`src/verilog/cpu_int_pkg.sv`:
```
package cpu_int_pkg;

    // Opcodes live in the top five bits of every instruction word
    localparam logic [4:0] OPC_NOP  = 5'b01111;
    localparam logic [4:0] OPC_JUMP = 5'b10100;
    localparam logic [4:0] OPC_RETI = 5'b11111;

    localparam logic [31:0] INSTR_NOOP = {OPC_NOP, 27'd0}; // 32'h78000000

    localparam logic [31:0] PC_RESET = 32'h0600_2000; // Start of instruction memory

    // Handler table, one entry per vector
    localparam logic [31:0] VEC_BASE   = 32'h0600_0000;
    localparam logic [31:0] VEC_STRIDE = 32'h0000_0040;

    // Pipeline clear length in no-op cycles
    localparam int                CNT_W     = 3;
    localparam logic [CNT_W-1:0] CLEAR_LEN = 3'd5;

    typedef enum logic [2:0] {
        ST_NORMAL,    // Memory fetch
        ST_CLEAR_INT, // No-ops before save
        ST_SAVE,      // Capture special regs
        ST_ACK,       // Acknowledge to controller
        ST_INJECT,    // Controller drives the stream
        ST_CLEAR_RET, // No-ops after RETI
        ST_RESTORE    // Reload PC and special regs
    } int_state_t;

    // Same 32 bits seen as a plain opcode word or as an absolute jump
    typedef union packed {
        struct packed {
            logic [4:0]  opcode;
            logic [26:0] payload;
        } gen;
        struct packed {
            logic [4:0]  opcode;
            logic [26:0] target; // Zero-extended into the PC
        } jmp;
    } instr_u;

endpackage

```
`src/verilog/cpu_interrupt_fsm.sv`:
```
module cpu_interrupt_fsm
    import cpu_int_pkg::*;
(
    input  logic        clk,
    input  logic        rst_n,
    input  logic        int_line,          // Pending interrupt from controller
    input  logic [31:0] int_instr,         // Controller's injected word
    input  logic [31:0] mem_instr,         // Word fetched from memory at pc
    output logic        ack,               // One-cycle acknowledge
    output logic        save,              // Capture special regs
    output logic        restore,           // Reload special regs and PC
    output logic        use_cpu_injection, // Select cpu_injection in fetch
    output logic        use_int_instr,     // Select int_instr in fetch
    output logic [31:0] cpu_injection
);

    int_state_t       state;
    int_state_t       next_state;
    logic [CNT_W-1:0] clr_cnt;   // No-op cycles spent in the current clear
    logic             clearing;
    logic             clr_done;
    instr_u           int_w;
    instr_u           mem_w;
    logic             is_reti;
    logic             int_jump;

    assign int_w = int_instr;
    assign mem_w = mem_instr;

    assign is_reti  = (mem_w.gen.opcode == OPC_RETI);
    assign int_jump = (int_w.jmp.opcode == OPC_JUMP); // Handler jump ends injection

    assign clearing = (state == ST_CLEAR_INT) || (state == ST_CLEAR_RET);
    assign clr_done = (clr_cnt == CLEAR_LEN - 1'b1);

    assign cpu_injection = INSTR_NOOP; // Only ever a no-op from here

    always_comb begin
        next_state        = state;
        ack               = 1'b0;
        save              = 1'b0;
        restore           = 1'b0;
        use_cpu_injection = 1'b0;
        use_int_instr     = 1'b0;

        case (state)
            ST_NORMAL: begin
                if (int_line) begin
                    next_state = ST_CLEAR_INT; // Interrupt wins over a return
                end else if (is_reti) begin
                    use_cpu_injection = 1'b1;  // RETI never reaches decode
                    next_state        = ST_CLEAR_RET;
                end
            end

            ST_CLEAR_INT: begin
                use_cpu_injection = 1'b1;
                if (clr_done) begin
                    next_state = ST_SAVE;
                end
            end

            ST_SAVE: begin
                use_cpu_injection = 1'b1;
                save              = 1'b1; // PC is still held on the replaced instr
                next_state        = ST_ACK;
            end

            ST_ACK: begin
                use_cpu_injection = 1'b1;
                ack               = 1'b1;
                next_state        = ST_INJECT;
            end

            // Controller owns the stream until its jump goes by
            ST_INJECT: begin
                use_int_instr = 1'b1;
                if (int_jump) begin
                    next_state = ST_NORMAL;
                end
            end

            ST_CLEAR_RET: begin
                use_cpu_injection = 1'b1;
                if (clr_done) begin
                    next_state = ST_RESTORE;
                end
            end

            ST_RESTORE: begin
                use_cpu_injection = 1'b1;
                restore           = 1'b1; // Fetch reloads saved_pc this cycle
                next_state        = ST_NORMAL;
            end

            default: begin
                next_state = ST_NORMAL;
            end
        endcase
    end

    always_ff @(posedge clk or negedge rst_n) begin
        if (!rst_n) begin
            state <= ST_NORMAL;
        end else begin
            state <= next_state;
        end
    end

    // Counts only inside a clear, back to zero on exit
    always_ff @(posedge clk or negedge rst_n) begin
        if (!rst_n) begin
            clr_cnt <= '0;
        end else if (clearing && !clr_done) begin
            clr_cnt <= clr_cnt + 1'b1;
        end else begin
            clr_cnt <= '0;
        end
    end

endmodule

```
`src/verilog/int_controller.sv`:
```
module int_controller
    import cpu_int_pkg::*;
(
    input  logic        clk,
    input  logic        rst_n,
    input  logic        int_req,    // Request level from outside
    input  logic [1:0]  int_vector, // Sampled on the rising edge of int_req
    input  logic        ack,        // From the FSM
    output logic        int_line,
    output logic [31:0] int_instr
);

    logic        req_q;       // Previous int_req for edge detect
    logic        req_rise;
    logic        take_req;
    logic        pending;
    logic        jmp_q;       // Jump goes out this cycle
    logic [1:0]  vec_q;       // Vector of the pending request
    logic [1:0]  jmp_vec;     // Vector being serviced
    logic [26:0] handler_tgt;
    instr_u      jump_w;

    assign req_rise = int_req & ~req_q;
    assign take_req = req_rise & (~pending | ack); // Ignore while one is pending

    always_ff @(posedge clk or negedge rst_n) begin
        if (!rst_n) begin
            req_q   <= 1'b0;
            pending <= 1'b0;
            jmp_q   <= 1'b0;
        end else begin
            req_q <= int_req;
            jmp_q <= ack;
            if (take_req) begin
                pending <= 1'b1;
            end else if (ack) begin
                pending <= 1'b0;
            end
        end
    end

    // Latched vector and the one being serviced
    always_ff @(posedge clk or negedge rst_n) begin
        if (!rst_n) begin
            vec_q   <= 2'd0;
            jmp_vec <= 2'd0;
        end else begin
            if (take_req) begin
                vec_q <= int_vector;
            end
            if (ack) begin
                jmp_vec <= vec_q; // Frees vec_q for a nested request
            end
        end
    end

    // Low from ack until the jump is out so a new request waits for normal
    assign int_line = pending & ~ack & ~jmp_q;

    assign handler_tgt = 27'(VEC_BASE + ({30'd0, jmp_vec} * VEC_STRIDE));

    always_comb begin
        jump_w.jmp.opcode = OPC_JUMP;
        jump_w.jmp.target = handler_tgt;
    end

    assign int_instr = jmp_q ? jump_w : INSTR_NOOP;

endmodule

```
`src/verilog/special_reg_save.sv`:
```
module special_reg_save
    import cpu_int_pkg::*;
(
    input  logic        clk,
    input  logic        rst_n,
    input  logic        save,       // One-cycle strobe from the FSM
    input  logic [31:0] pc,         // Held fetch PC
    input  logic [31:0] cur_lr,     // LR as seen in decode
    input  logic [1:0]  cur_fl,     // Flags as seen in decode
    output logic [31:0] saved_pc,
    output logic [31:0] lr_restore,
    output logic [1:0]  fl_restore
);

    always_ff @(posedge clk or negedge rst_n) begin
        if (!rst_n) begin
            saved_pc   <= PC_RESET;
            lr_restore <= PC_RESET;
            fl_restore <= 2'b00;    // No flags set
        end else if (save) begin
            saved_pc   <= pc;
            lr_restore <= cur_lr;
            fl_restore <= cur_fl;
        end
    end

endmodule

```
`src/verilog/fetch_stage.sv`:
```
module fetch_stage
    import cpu_int_pkg::*;
(
    input  logic        clk,
    input  logic        rst_n,
    input  logic [31:0] mem_instr,
    input  logic        use_cpu_injection,
    input  logic [31:0] cpu_injection,
    input  logic        use_int_instr,
    input  logic [31:0] int_instr,
    input  logic        restore,           // Reload PC from the save bank
    input  logic [31:0] saved_pc,
    output logic [31:0] pc,
    output logic [31:0] instr_out          // Selected word, one cycle late
);

    instr_u sel_w;
    logic   inject; // Any injected source selected

    assign inject = use_int_instr | use_cpu_injection;

    always_comb begin
        if (use_int_instr) begin
            sel_w = int_instr;
        end else if (use_cpu_injection) begin
            sel_w = cpu_injection;
        end else begin
            sel_w = mem_instr;
        end
    end

    always_ff @(posedge clk or negedge rst_n) begin
        if (!rst_n) begin
            pc        <= PC_RESET;
            instr_out <= INSTR_NOOP;
        end else begin
            instr_out <= sel_w;
            if (restore) begin
                pc <= saved_pc;                         // Resume after RETI
            end else if (inject && (sel_w.jmp.opcode == OPC_JUMP)) begin
                pc <= {5'd0, sel_w.jmp.target};         // Handler entry
            end else if (!inject) begin
                pc <= pc + 32'd4;
            end
            // Otherwise hold while no-ops go down the pipe
        end
    end

endmodule

```
`src/verilog/cpu_int_top.sv`:
```
module cpu_int_top (
    input  logic        clk,
    input  logic        rst_n,
    input  logic        int_req,
    input  logic [1:0]  int_vector,
    input  logic [31:0] mem_instr,  // Instruction memory data at pc
    input  logic [31:0] cur_lr,
    input  logic [1:0]  cur_fl,
    output logic [31:0] pc,
    output logic [31:0] instr_out,
    output logic        int_ack,
    output logic        restore,
    output logic [31:0] lr_restore,
    output logic [1:0]  fl_restore
);

    logic        int_line;
    logic [31:0] int_instr;
    logic        save;
    logic        use_cpu_injection;
    logic        use_int_instr;
    logic [31:0] cpu_injection;
    logic [31:0] saved_pc;

    cpu_interrupt_fsm cpu_interrupt_fsm_i (
        .clk               (clk),
        .rst_n             (rst_n),
        .int_line          (int_line),
        .int_instr         (int_instr),
        .mem_instr         (mem_instr),
        .ack               (int_ack),
        .save              (save),
        .restore           (restore),
        .use_cpu_injection (use_cpu_injection),
        .use_int_instr     (use_int_instr),
        .cpu_injection     (cpu_injection)
    );

    int_controller int_controller_i (
        .clk        (clk),
        .rst_n      (rst_n),
        .int_req    (int_req),
        .int_vector (int_vector),
        .ack        (int_ack),
        .int_line   (int_line),
        .int_instr  (int_instr)
    );

    special_reg_save special_reg_save_i (
        .clk        (clk),
        .rst_n      (rst_n),
        .save       (save),
        .pc         (pc),
        .cur_lr     (cur_lr),
        .cur_fl     (cur_fl),
        .saved_pc   (saved_pc),
        .lr_restore (lr_restore),
        .fl_restore (fl_restore)
    );

    fetch_stage fetch_stage_i (
        .clk               (clk),
        .rst_n             (rst_n),
        .mem_instr         (mem_instr),
        .use_cpu_injection (use_cpu_injection),
        .cpu_injection     (cpu_injection),
        .use_int_instr     (use_int_instr),
        .int_instr         (int_instr),
        .restore           (restore),
        .saved_pc          (saved_pc),
        .pc                (pc),
        .instr_out         (instr_out)
    );

endmodule

```
`config.mk`:
```
export PLATFORM = sky130hd
export DESIGN_NAME = cpu_int_top
export DESIGN_NICKNAME = d
export VERILOG_FILES = /design/src/verilog/cpu_int_pkg.sv /design/src/verilog/cpu_interrupt_fsm.sv /design/src/verilog/int_controller.sv /design/src/verilog/special_reg_save.sv /design/src/verilog/fetch_stage.sv /design/src/verilog/cpu_int_top.sv
export SDC_FILE = /design/constraint.sdc
export NUM_CORES = 1
export LEC_CHECK = 0
export BUFFER_PORTS_ARGS = -buffer_cell sky130_fd_sc_hd__buf_4
export CAP_MARGIN = 30
export CORE_ASPECT_RATIO = 1.25
export CORE_MARGIN = 4
export CORE_UTILIZATION = 32
export DETAILED_ROUTE_END_ITERATION = 8
export HOLD_SLACK_MARGIN = 0.05
export MAX_ROUTING_LAYER = met4
export PLACE_DENSITY_LB_ADDON = 0.05
export SLEW_MARGIN = 40
export SYNTH_ARGS = -nofsm -noshare
export SYNTH_HDL_FRONTEND = slang
export SYNTH_SLANG_ARGS = --single-unit
```
`constraint.sdc`:
```
create_clock -name clk -period 3.06 [get_ports clk]
set_clock_uncertainty 0.2 [all_clocks]
set_input_delay 0.459 -clock clk [delete_from_list [all_inputs] [get_ports clk]]
set_output_delay 0.459 -clock clk [all_outputs]
set_load 0.02 [all_outputs]
```
==> flow_metrics.py, run 1 <==
metrics = {
    "critical_path": {
        "critPathBufInv": 3,
        "ff2ff_setup_slack_ns": 0.50,
        "r2r-end": "fetch_stage_i.pc[29]",
        "required_ns": 2.40,
        "cp_cell_sequence": "nand2_1 -> or2_2 -> inv_1 -> buf_4 -> buf_4",
        "crit_path_frequent_cell": "buf_4",
        "r2r_start": "fetch_stage_i.pc[7]",
        "arrival_ns": 2.06,
        "start_kind": "flop",
        "critPathMaxFanout": 33,
        "end_kind": "output port",
        "max_stage_delay_ns": 0.49,
        "worstSetupPathType": "flop to output port",
        "critPathTopFamily": "buffers and inverters",
        "reg2reg_depth": 5,
        "cp_slowest_cell": "dfrtp_1",
    },
    "sta": {
        "fin_tns_setup_ns": 0,
        "fmax_mhz": 367,
        "worst_pin_slew_ns": 0.546,
        "period_needed_ns": 2.72,
        "timing.final.crit_share_pct": 89.0,
        "final_hold_viol_count": 0,
        "rsz0062_at_grt": "no",
        "whs_ns": 0.0648,
        "setup_violations": 0,
        "slew_headroom_pct": 63.6,
        "slew_violations": 0,
    },
    "place": {
        "hpwl_um": 11200,
        "port_buffers": 170,
        "place.gp.congestion": 0.841,
        "dp.cells": 903,
    },
    "clock_network": {
        "cts_tree": "yes",
        "h-tree-depth": 4,
        "path_clk_slew_ns": 0.06,
        "post_cts_buffers": 0,
        "clock-root-buffer": "clkbuf_16",
        "clk_latency_ns": 0.43,
        "clock-sinks": 143,
        "cts_buffer_depth": 2,
        "numCtsBuffers": 17,
    },
    "global_route": {
        "grt_overflow": 0,
        "grt.total_usage_pct": 16.4,
        "grt_pass1_vias": 5261,
        "grt_max_degree": 66,
        "grt_pass1_wl_um": 27400,
        "antenna_found_initial": 0,
    },
    "route": {
        "ant_nets": 0,
        "dr_total_vias": 4876,
        "drc": 0,
        "drt_wl_total_um": 16600,
        "initialDrtViolationCount": 177,
        "wl_per_cell_um": 17.1,
        "viasPerCell": 5.01,
        "drt-pass1-iter-count": 5,
    },
    "pwr": {
        "comb_power_share_pct": 3.4,
        "powerDensity_nw_per_um2": 511,
        "p_leak_nw": 4.27,
        "p_int_mw": 3.64,
        "netSwitchingFraction_pct": 18.9,
        "switching_power_mw": 0.848,
        "vdd_ir_drop_max_mv": 0.369,
        "p_seq_share_pct": 42.2,
        "pwr-share-clk_pct": 54.4,
    },
    "synthesis": {
        "ys_seq_area_share_pct": 58.5,
        "syn_inst": 519,
        "synth-edff-count": 0,
        "yosys_register_bits": 143,
        "postSynthAreaPerCell_um2": 11.8,
        "ys.flop_type": "dfrtp_1",
        "synth_warnings": 0,
        "syn_nets": 593,
        "async_reset_ff_share_pct": 100,
        "netlist_area_um2": 6140,
        "yosysUniqueCellTypes": 54,
    },
    "outcome": {
        "status": "complete, no violations",
    },
    "floorplan": {
        "rows": 56,
        "die_x_um": 132,
        "core_um2": 18800,
        "start_util_pct": 32.6,
        "die_h_um": 163,
        "ios": 171,
        "die-area_um2": 21500,
    },
    "min_path": {
        "hold_depth": 2,
        "hp-start": "cur_lr[29]",
        "hold_class": "primary input to flop",
        "whs_endpoint": "special_reg_save_i.lr_restore[29]",
    },
    "cells_and_area": {
        "antenna_cells": 0,
        "instances_no_fill": 973,
        "nets": 803,
        "area_growth_pct": 43.1,
        "layout-drive-gt1-share_pct": 41.3,
    },
    "job": {
        "maxCapViolCount": 0,
    },
}
## cells in the final DEF, fill, tap and decap left out, types with 7 or more instances in the layout
| master | n |
|---|---|
| nand4_1 | 14 |
| bufinv_16 | 7 |
| clkbuf_16 | 17 |
| a21oi_1 | 25 |
| nand3_1 | 15 |
| inv_1 | 12 |
| dfrtp_1 | 130 |
| nor2_1 | 24 |
| buf_4 | 179 |
| dlygate4sd3_1 | 39 |
| and2_1 | 27 |
| nor3_1 | 11 |
| dfstp_2 | 13 |
| nand2_1 | 36 |
| o21ai_0 | 25 |
| mux2_2 | 70 |
## power groups by stage
stage	combinational (mW)	sequential [mW]	clock, mW
after global routing	0.171	1.89	2.58
after CTS	0.155	1.89	2.50
after detailed placement	0.116	1.93	0
after global placement	0.114	1.93	0
after floorplan	0.00319	1.93	0
final	0.152	1.90	2.44
## worst max path at each step
stage / startpoint / endpoint / slack (ns) / cells past startpoint
3_5_place_dp: fetch_stage_i.pc[7] / fetch_stage_i.pc[29] / 0.51 / 5
4_1_cts: cpu_interrupt_fsm_i.state[1] / restore / 0.30 / 5
5_1_grt: cpu_interrupt_fsm_i.state[1] / restore / 0.15 / 5
2_1_floorplan: fetch_stage_i.pc[7] / fetch_stage_i.pc[29] / 0.57 / 6
6_report: cpu_interrupt_fsm_i.state[1] / restore / 0.34 / 5
3_3_place_gp: fetch_stage_i.pc[7] / fetch_stage_i.pc[29] / 0.55 / 5
## timing repair
| item | in CTS | in global routing |
|---|---|---|
| hold endpoints to repair | 79 | 2 |
| hold buffers | 37 | 2 |
| resized for setup | 0 | 0 |
## logic make-up after synthesis
family | count (synthesis) | synth area share [%]
buf+inv | 43 | 3.20
compound gates | 97 | 10.2
flops | 143 | 58.5
xor+xnor | 7 | 0.999
mux | 71 | 13.0
fa+ha+maj | 3 | 0.611
simple gates | 155 | 13.5
## sequential cells by signal (all words and copies together), names as in the netlist, 2 cells and up
register                       cells
special_reg_save_i.fl_restore      2
special_reg_save_i.saved_pc       32
fetch_stage_i.instr_out           32
cpu_interrupt_fsm_i.state          3
int_controller_i.vec_q             2
cpu_interrupt_fsm_i.clr_cnt        3
special_reg_save_i.lr_restore     32
fetch_stage_i.pc                  32
int_controller_i.jmp_vec           2
## metrics by stage
stage	utilization, %	total power, mW	setup slack, ns	cell area [µm²]
after floorplan	-	1.93	0.568	6140
after global placement	40.9	2.04	0.553	7700
after detailed placement	40.9	2.04	0.507	7700
after CTS	46.5	4.55	0.302	8760
after global routing	46.6	4.65	0.151	8780
final	46.6	4.49	0.338	8780
## synth_stat cells (4+ instances only)
master	n	area, µm²
inv_1	12	45.0
a21oi_1	25	125
nor3_1	11	55.1
or2_2	4	25.0
nand4_1	14	87.6
nand2_1	36	135
nor2_1	24	90.1
a21o_1	6	45.0
dfstp_2	13	342
clkbuf_1	16	60.1
buf_2	7	35.0
o21ai_0	25	125
and3_1	4	25.0
xor2_1	4	35.0
nand2b_1	5	31.3
o211ai_1	5	37.5
mux2_2	70	788
buf_1	4	15.0
a22oi_1	4	30.0
dfrtp_1	130	3250
and2_1	28	175
o22ai_1	5	31.3
nand3_1	15	75.1
a22o_1	4	35.0
## final cells by class
class                      count  area, µm²
fill                        1708      10100
sequential                   143       3590
multi-input combinational    333       2360
timing repair buffer         222       1810
clock buffer                  21        460
tap                          232        290
clock inverter                10        233
inverter                      12       45.0
## routing by layer
layer  up-vias  wire, µm  track usage (%)  share of wire (%)
met3        31       756             4.51                4.5
met5         -         0                -                  0
met2       153      8520             26.9                 51
li1       2272         -                -                  -
met1      2420      6910             19.0                 42
met4         0       443             7.31                2.7
## worst reg2reg max path: cells and delay by family (launching register included)
| kind | cells | cell delay (ns) |
|---|---|---|
| AND/OR/NAND/NOR | 3 | 1.35 |
| flip-flops | 1 | 0.54 |
| AO/OA/AOI/OAI | 2 | 0.40 |
(Power assumes the default switching activity.)
==> run 2, diff against run 1 <==
==> constraint.sdc (replaced) <==
create_clock -name clk -period 2.78 [get_ports clk]
set_clock_uncertainty 0.2 [all_clocks]
set_input_delay 0.417 -clock clk [delete_from_list [all_inputs] [get_ports clk]]
set_output_delay 0.417 -clock clk [all_outputs]
set_load 0.02 [all_outputs]
==> run 2 against run 1 <==
  * Sequential share of layout area down 1.3 points
  * Die area unchanged
  * Wire length up 2.6%
  * Worst hold slack better by 0.20 ns
  * Global-route usage up 0.39 points
  * First-iteration DRC count up 18%
  * Cell area up 3.4%
  * Critical path type unchanged
  * Combinational power up 34%
  * Largest cell class unchanged
  * Clock power down 2%
==> flow_metrics.py, run 2 (synthesized netlist as in run 1, its figures left out) <==
metrics = {
    "sta": {
        "slew_headroom_pct": 66.2,
        "timing.final.crit_share_pct": 92.4,
        "setup_violations": 0,
        "whs_ns": 0.265,
        "fmax_mhz": 389,
        "fin_tns_setup_ns": 0,
        "rsz0062_at_grt": "no",
        "final_hold_viol_count": 0,
        "period_needed_ns": 2.57,
        "layout_setup_ws_ns": 0.212,
        "slew_violations": 0,
        "worst_pin_slew_ns": 0.503,
    },
    "critical_path": {
        "worstSetupPathType": "flop to output port",
        "reg2reg_depth": 5,
        "r2r_start": "fetch_stage_i.pc[8]",
        "end_kind": "output port",
        "required_ns": 2.16,
        "start_kind": "flop",
        "ff2ff_setup_slack_ns": 0.27,
        "arrival_ns": 1.95,
        "r2r-end": "fetch_stage_i.pc[29]",
        "critPathMaxFanout": 14,
    },
    "cells_and_area": {
        "layout_common_cells": "190 x buf_4, 130 x dfrtp_1, 70 x mux2_2, 70 x dlygate4sd3_1, 36 x nand2_1",
        "mostFrequentLayoutCell": "buf_4",
        "layout-drive-gt1-share_pct": 40.5,
        "area_growth_pct": 48.0,
        "post-route-util_pct": 48.2,
        "fillCellCount": 1689,
        "instances_no_fill": 1015,
        "design_area_um2": 9080,
        "nets": 844,
        "antenna_cells": 0,
    },
    "min_path": {
        "hold_class": "flop to flop",
        "whs_endpoint": "cpu_interrupt_fsm_i.clr_cnt[0]",
        "hp-start": "cpu_interrupt_fsm_i.clr_cnt[0]",
        "hold_depth": 1,
    },
    "place": {
        "place.gp.congestion": 0.795,
        "port_buffers": 170,
        "pre_cts_ws_ns": 0.286,
        "hpwl_um": 11500,
        "dp.cells": 913,
        "place_area_um2": 7760,
    },
    "pwr": {
        "finalPower_mw": 4.67,
        "vdd_ir_drop_max_mv": 0.378,
        "p_leak_nw": 4.40,
        "powerDensity_nw_per_um2": 514,
    },
    "clock_network": {
        "numCtsBuffers": 17,
        "path_clk_slew_ns": 0.06,
        "cts_tree": "yes",
        "cts_buffer_depth": 2,
        "clock-sinks": 143,
        "clock-root-buffer": "clkbuf_16",
        "clk_latency_ns": 0.42,
        "h-tree-depth": 4,
        "cts_resized": 0,
    },
    "floorplan": {
        "die-area_um2": 21500,
        "ios": 171,
        "core_um2": 18800,
        "die_h_um": 163,
        "rows": 56,
        "die_x_um": 132,
        "start_util_pct": 32.6,
    },
    "route": {
        "drc": 0,
        "initialDrtViolationCount": 208,
        "ant_nets": 0,
        "dr_total_vias": 4989,
        "viasPerCell": 4.92,
        "wl_per_cell_um": 16.8,
        "drt-pass1-iter-count": 4,
        "drt_wl_total_um": 17100,
    },
    "global_route": {
        "grt_overflow": 0,
        "antenna_found_initial": 0,
        "grt.total_usage_pct": 16.8,
        "grt_pass1_vias": 5242,
        "grt_pass1_wl_um": 28000,
        "grt_max_degree": 68,
    },
    "outcome": {
        "status": "complete, no violations",
    },
    "job": {
        "maxCapViolCount": 0,
    },
}
run 2: worst max path at each step:
stage | end | startpoint | depth (start not counted) | slack, ns
after floorplan | fetch_stage_i.pc[29] | fetch_stage_i.pc[7] | 6 | 0.29
after CTS | restore | cpu_interrupt_fsm_i.state[1] | 5 | 0.18
after global placement | fetch_stage_i.pc[29] | fetch_stage_i.pc[8] | 5 | 0.32
after global routing | restore | cpu_interrupt_fsm_i.state[1] | 5 | 0.07
after detailed placement | fetch_stage_i.pc[29] | fetch_stage_i.pc[8] | 5 | 0.29
final | restore | cpu_interrupt_fsm_i.state[1] | 5 | 0.21
run 2: power by group:
group          leakage, nW  total (mW)  internal, mW  switching [mW]
registers             1.84        2.09          2.09        0.000779
logic                 2.26       0.204         0.133          0.0711
clock network        0.295        2.38          1.51           0.878
total                 4.40        4.67          3.72           0.950
run 2: layout make-up:
cell class	instances	area [µm²]	share of cell area, %
inverter	12	45.0	0.496
multi-input combinational	333	2360	25.9
clock inverter	9	131	1.45
tap	232	290	3.20
sequential	143	3590	39.6
timing repair buffer	263	2180	24.0
clock buffer	23	488	5.37
run 2: what timing repair did:
action / in CTS / in global routing
endpoints found under the hold margin: 108 / 0
setup buffers: 0 / 0
hold buffers: 70 / 0
run 2: critical path, stage by stage, from the launching register on:
cell and delay, ns:
dfrtp_1 0.52, nand2_1 0.10, or2_2 0.37, inv_1 0.11
buf_4 0.24, buf_4 0.18
run 2: per-layer routing:
| metal | share of wire (%) | track usage, % | routed length (µm) | up-vias |
|---|---|---|---|---|
| met1 | 43 | 20.4 | 7320 | 2491 |
| met4 | 0.94 | 5.44 | 161 | 0 |
| met5 | 0 | - | 0 | - |
| met3 | 4.0 | 3.37 | 681 | 11 |
| li1 | - | - | - | 2355 |
| met2 | 52 | 28.4 | 8910 | 132 |
==> run 3, diff against run 2 <==
==> constraint.sdc (replaced) <==
create_clock -name clk -period 2.1 [get_ports clk]
set_clock_uncertainty 0.2 [all_clocks]
set_input_delay 0.315 -clock clk [delete_from_list [all_inputs] [get_ports clk]]
set_output_delay 0.315 -clock clk [all_outputs]
set_load 0.02 [all_outputs]
==> run 3 against run 2 <==
  * The run now ends with setup timing left
  * Critical endpoint is now fetch_stage_i.pc[29]
  * Flip-flop and latch count stayed put
  * Critical path depth is the same
  * Clock-buffer cell count down 5
  * Sequential power up 32%
  * First-iteration DRC count increased by 17%
  * Via count increased by 6.2%
  * Total power is 36% higher
  * Cell count grew 5.9%
  * Worst setup slack worse by 0.36 ns
==> flow_metrics.py, run 3 (synthesized netlist as in run 1, its figures left out) <==
metrics = {
    "global_route": {
        "use_met1_pct": 20.8,
        "grt_pass1_vias": 5770,
        "grt.busiest_layer": "met2",
        "grtUsageMet2_pct": 31.6,
        "antenna_found_initial": 0,
        "grt_pass1_wl_um": 30100,
        "grt_overflow": 0,
        "grt_max_degree": 47,
        "grt.total_usage_pct": 18.2,
        "met3_usage_pct": 4.33,
    },
    "outcome": {
        "violations": "setup timing",
        "status": "finished, violations left",
    },
    "critical_path": {
        "start_kind": "flop",
        "worst-path-stages": 5,
        "crit_path_frequent_cell": "or4_4",
        "required_ns": 2.25,
        "critPathTopFamily": "simple AND/OR/NAND/NOR gates",
        "arrival_ns": 2.39,
        "critPathMaxFanout": 2,
        "max_stage_delay_ns": 0.54,
        "ff2ff_setup_slack_ns": -0.15,
        "cp_cell_sequence": "nand4_1 -> or4_4 -> or4_4 -> o31a_1 -> o22ai_1",
        "reg2reg_depth": 5,
        "cp_slowest_cell": "or4_4",
        "worstSetupPathType": "flop to flop",
        "end_kind": "flop",
        "critPathBufInv": 0,
    },
    "pwr": {
        "powerDensity_nw_per_um2": 645,
        "p_leak_nw": 4.75,
        "finalPower_mw": 6.35,
        "vdd_ir_drop_max_mv": 0.514,
    },
    "cells_and_area": {
        "antenna_cells": 0,
        "mostFrequentLayoutCell": "buf_4",
        "instances_no_fill": 1075,
        "post-route-util_pct": 52.2,
        "nets": 904,
        "fillCellCount": 1666,
        "area_growth_pct": 60.3,
        "layout-drive-gt1-share_pct": 48.4,
        "layout_common_cells": "233 x buf_4, 125 x dfrtp_1, 70 x mux2_2, 70 x dlygate4sd3_1, 34 x nand2_1",
    },
    "clock_network": {
        "clock-sinks": 143,
        "cts_tree": "yes",
        "numCtsBuffers": 17,
        "clk_latency_ns": 0.42,
        "clock-root-buffer": "clkbuf_16",
        "h-tree-depth": 4,
        "cts_buffer_depth": 2,
        "path_clk_slew_ns": 0.06,
    },
    "sta": {
        "rsz0062_at_grt": "yes",
        "final_hold_viol_count": 0,
        "timing.final.crit_share_pct": 107,
        "setup_violations": 4,
        "layout_setup_ws_ns": -0.146,
        "worst_pin_slew_ns": 0.483,
        "slew_headroom_pct": 67.8,
        "period_needed_ns": 2.25,
        "whs_ns": 0.215,
        "fmax_mhz": 445,
        "slew_violations": 0,
    },
    "route": {
        "initialDrtViolationCount": 244,
        "drt-pass1-iter-count": 4,
        "drt_wl_total_um": 18400,
        "viasPerCell": 4.93,
        "dr_total_vias": 5297,
        "ant_nets": 0,
        "wl_per_cell_um": 17.1,
        "drc": 0,
    },
    "job": {
        "maxCapViolCount": 0,
    },
    "place": {
        "pre_cts_ws_ns": -0.158,
        "dp.cells": 959,
        "port_buffers": 170,
        "hpwl_um": 12300,
        "place.gp.congestion": 0.853,
    },
    "floorplan": {
        "die_x_um": 132,
        "rows": 56,
        "core_um2": 18800,
        "die-area_um2": 21500,
        "start_util_pct": 32.6,
        "ios": 171,
        "die_h_um": 163,
    },
    "min_path": {
        "hold_class": "primary input to asynchronous set/reset pin",
    },
}
-- run 3: cell count changes in the layout (fill, tap and decap cells not counted), moves of 5 or more --
| cell | before | now |
|---|---|---|
| buf_6 | 1 | 12 |
| o21ai_0 | 25 | 15 |
| o21ai_1 | 0 | 7 |
| buf_4 | 190 | 233 |
| nor3_1 | 11 | 6 |
| dfrtp_1 | 130 | 125 |
| dfrtp_2 | 0 | 5 |
-- run 3: worst register-to-register path: cells and delay by family (launching register included) --
| kind | cells | cell delay [ns] |
|---|---|---|
| simple gates | 3 | 1.06 |
| flops | 1 | 0.53 |
| compound gates | 2 | 0.39 |
-- run 3: stage by stage --
step	instance area (µm²)	setup TNS, ns
6_report	9840	-0.290
5_1_grt	9840	-0.976
4_1_cts	9610	-0.236
3_5_place_dp	8200	-0.477
3_3_place_gp	8200	-0.150
2_1_floorplan	6180	-1.01
-- run 3: final timing paths --
kind | from | end
min in group clk | cpu_interrupt_fsm_i.clr_cnt[0] | cpu_interrupt_fsm_i.clr_cnt[0]
hold / removal | rst_n | fetch_stage_i.instr_out[7]
setup / recovery | fetch_stage_i.pc[13] | fetch_stage_i.pc[29]
hold reg to reg | cpu_interrupt_fsm_i.clr_cnt[0] | cpu_interrupt_fsm_i.clr_cnt[0]
setup reg to reg | fetch_stage_i.pc[13] | fetch_stage_i.pc[29]
max in group asynchronous | rst_n | fetch_stage_i.pc[25]
-- run 3: where the power goes --
group | internal (mW) | switching [mW] | leakage, nW
Combinational | 0.179 | 0.0981 | 2.61
Clock | 2.05 | 1.27 | 0.310
Sequential | 2.76 | 0.000960 | 1.83
Total | 4.98 | 1.37 | 4.75
-- run 3: repair_timing --
| action | CTS | global route |
|---|---|---|
| buffers inserted | 2 | 13 |
| hold endpoints to repair | 113 | 0 |
| hold buffers | 70 | 0 |
| setup endpoints to repair | 29 | 86 |
| resized for setup | 14 | 46 |
| pin swaps | 3 | 17 |
-- run 3: metal layers --
layer | up-vias | part of all wire (%)
met5 | - | 0
met4 | 0 | 1.7
met3 | 23 | 4.6
met2 | 142 | 53
met1 | 2650 | 41
li1 | 2482 | -
-- run 3: layout make-up --
cell class	count	area, µm²	share of cell area [%]
clock inverters	14	204	2.07
multi-input cells	333	2520	25.6
clock buffers	18	439	4.46
well taps	232	290	2.95
repair buffers	323	2740	27.8
flip-flops and latches	143	3600	36.6
inverters	12	47.5	0.483
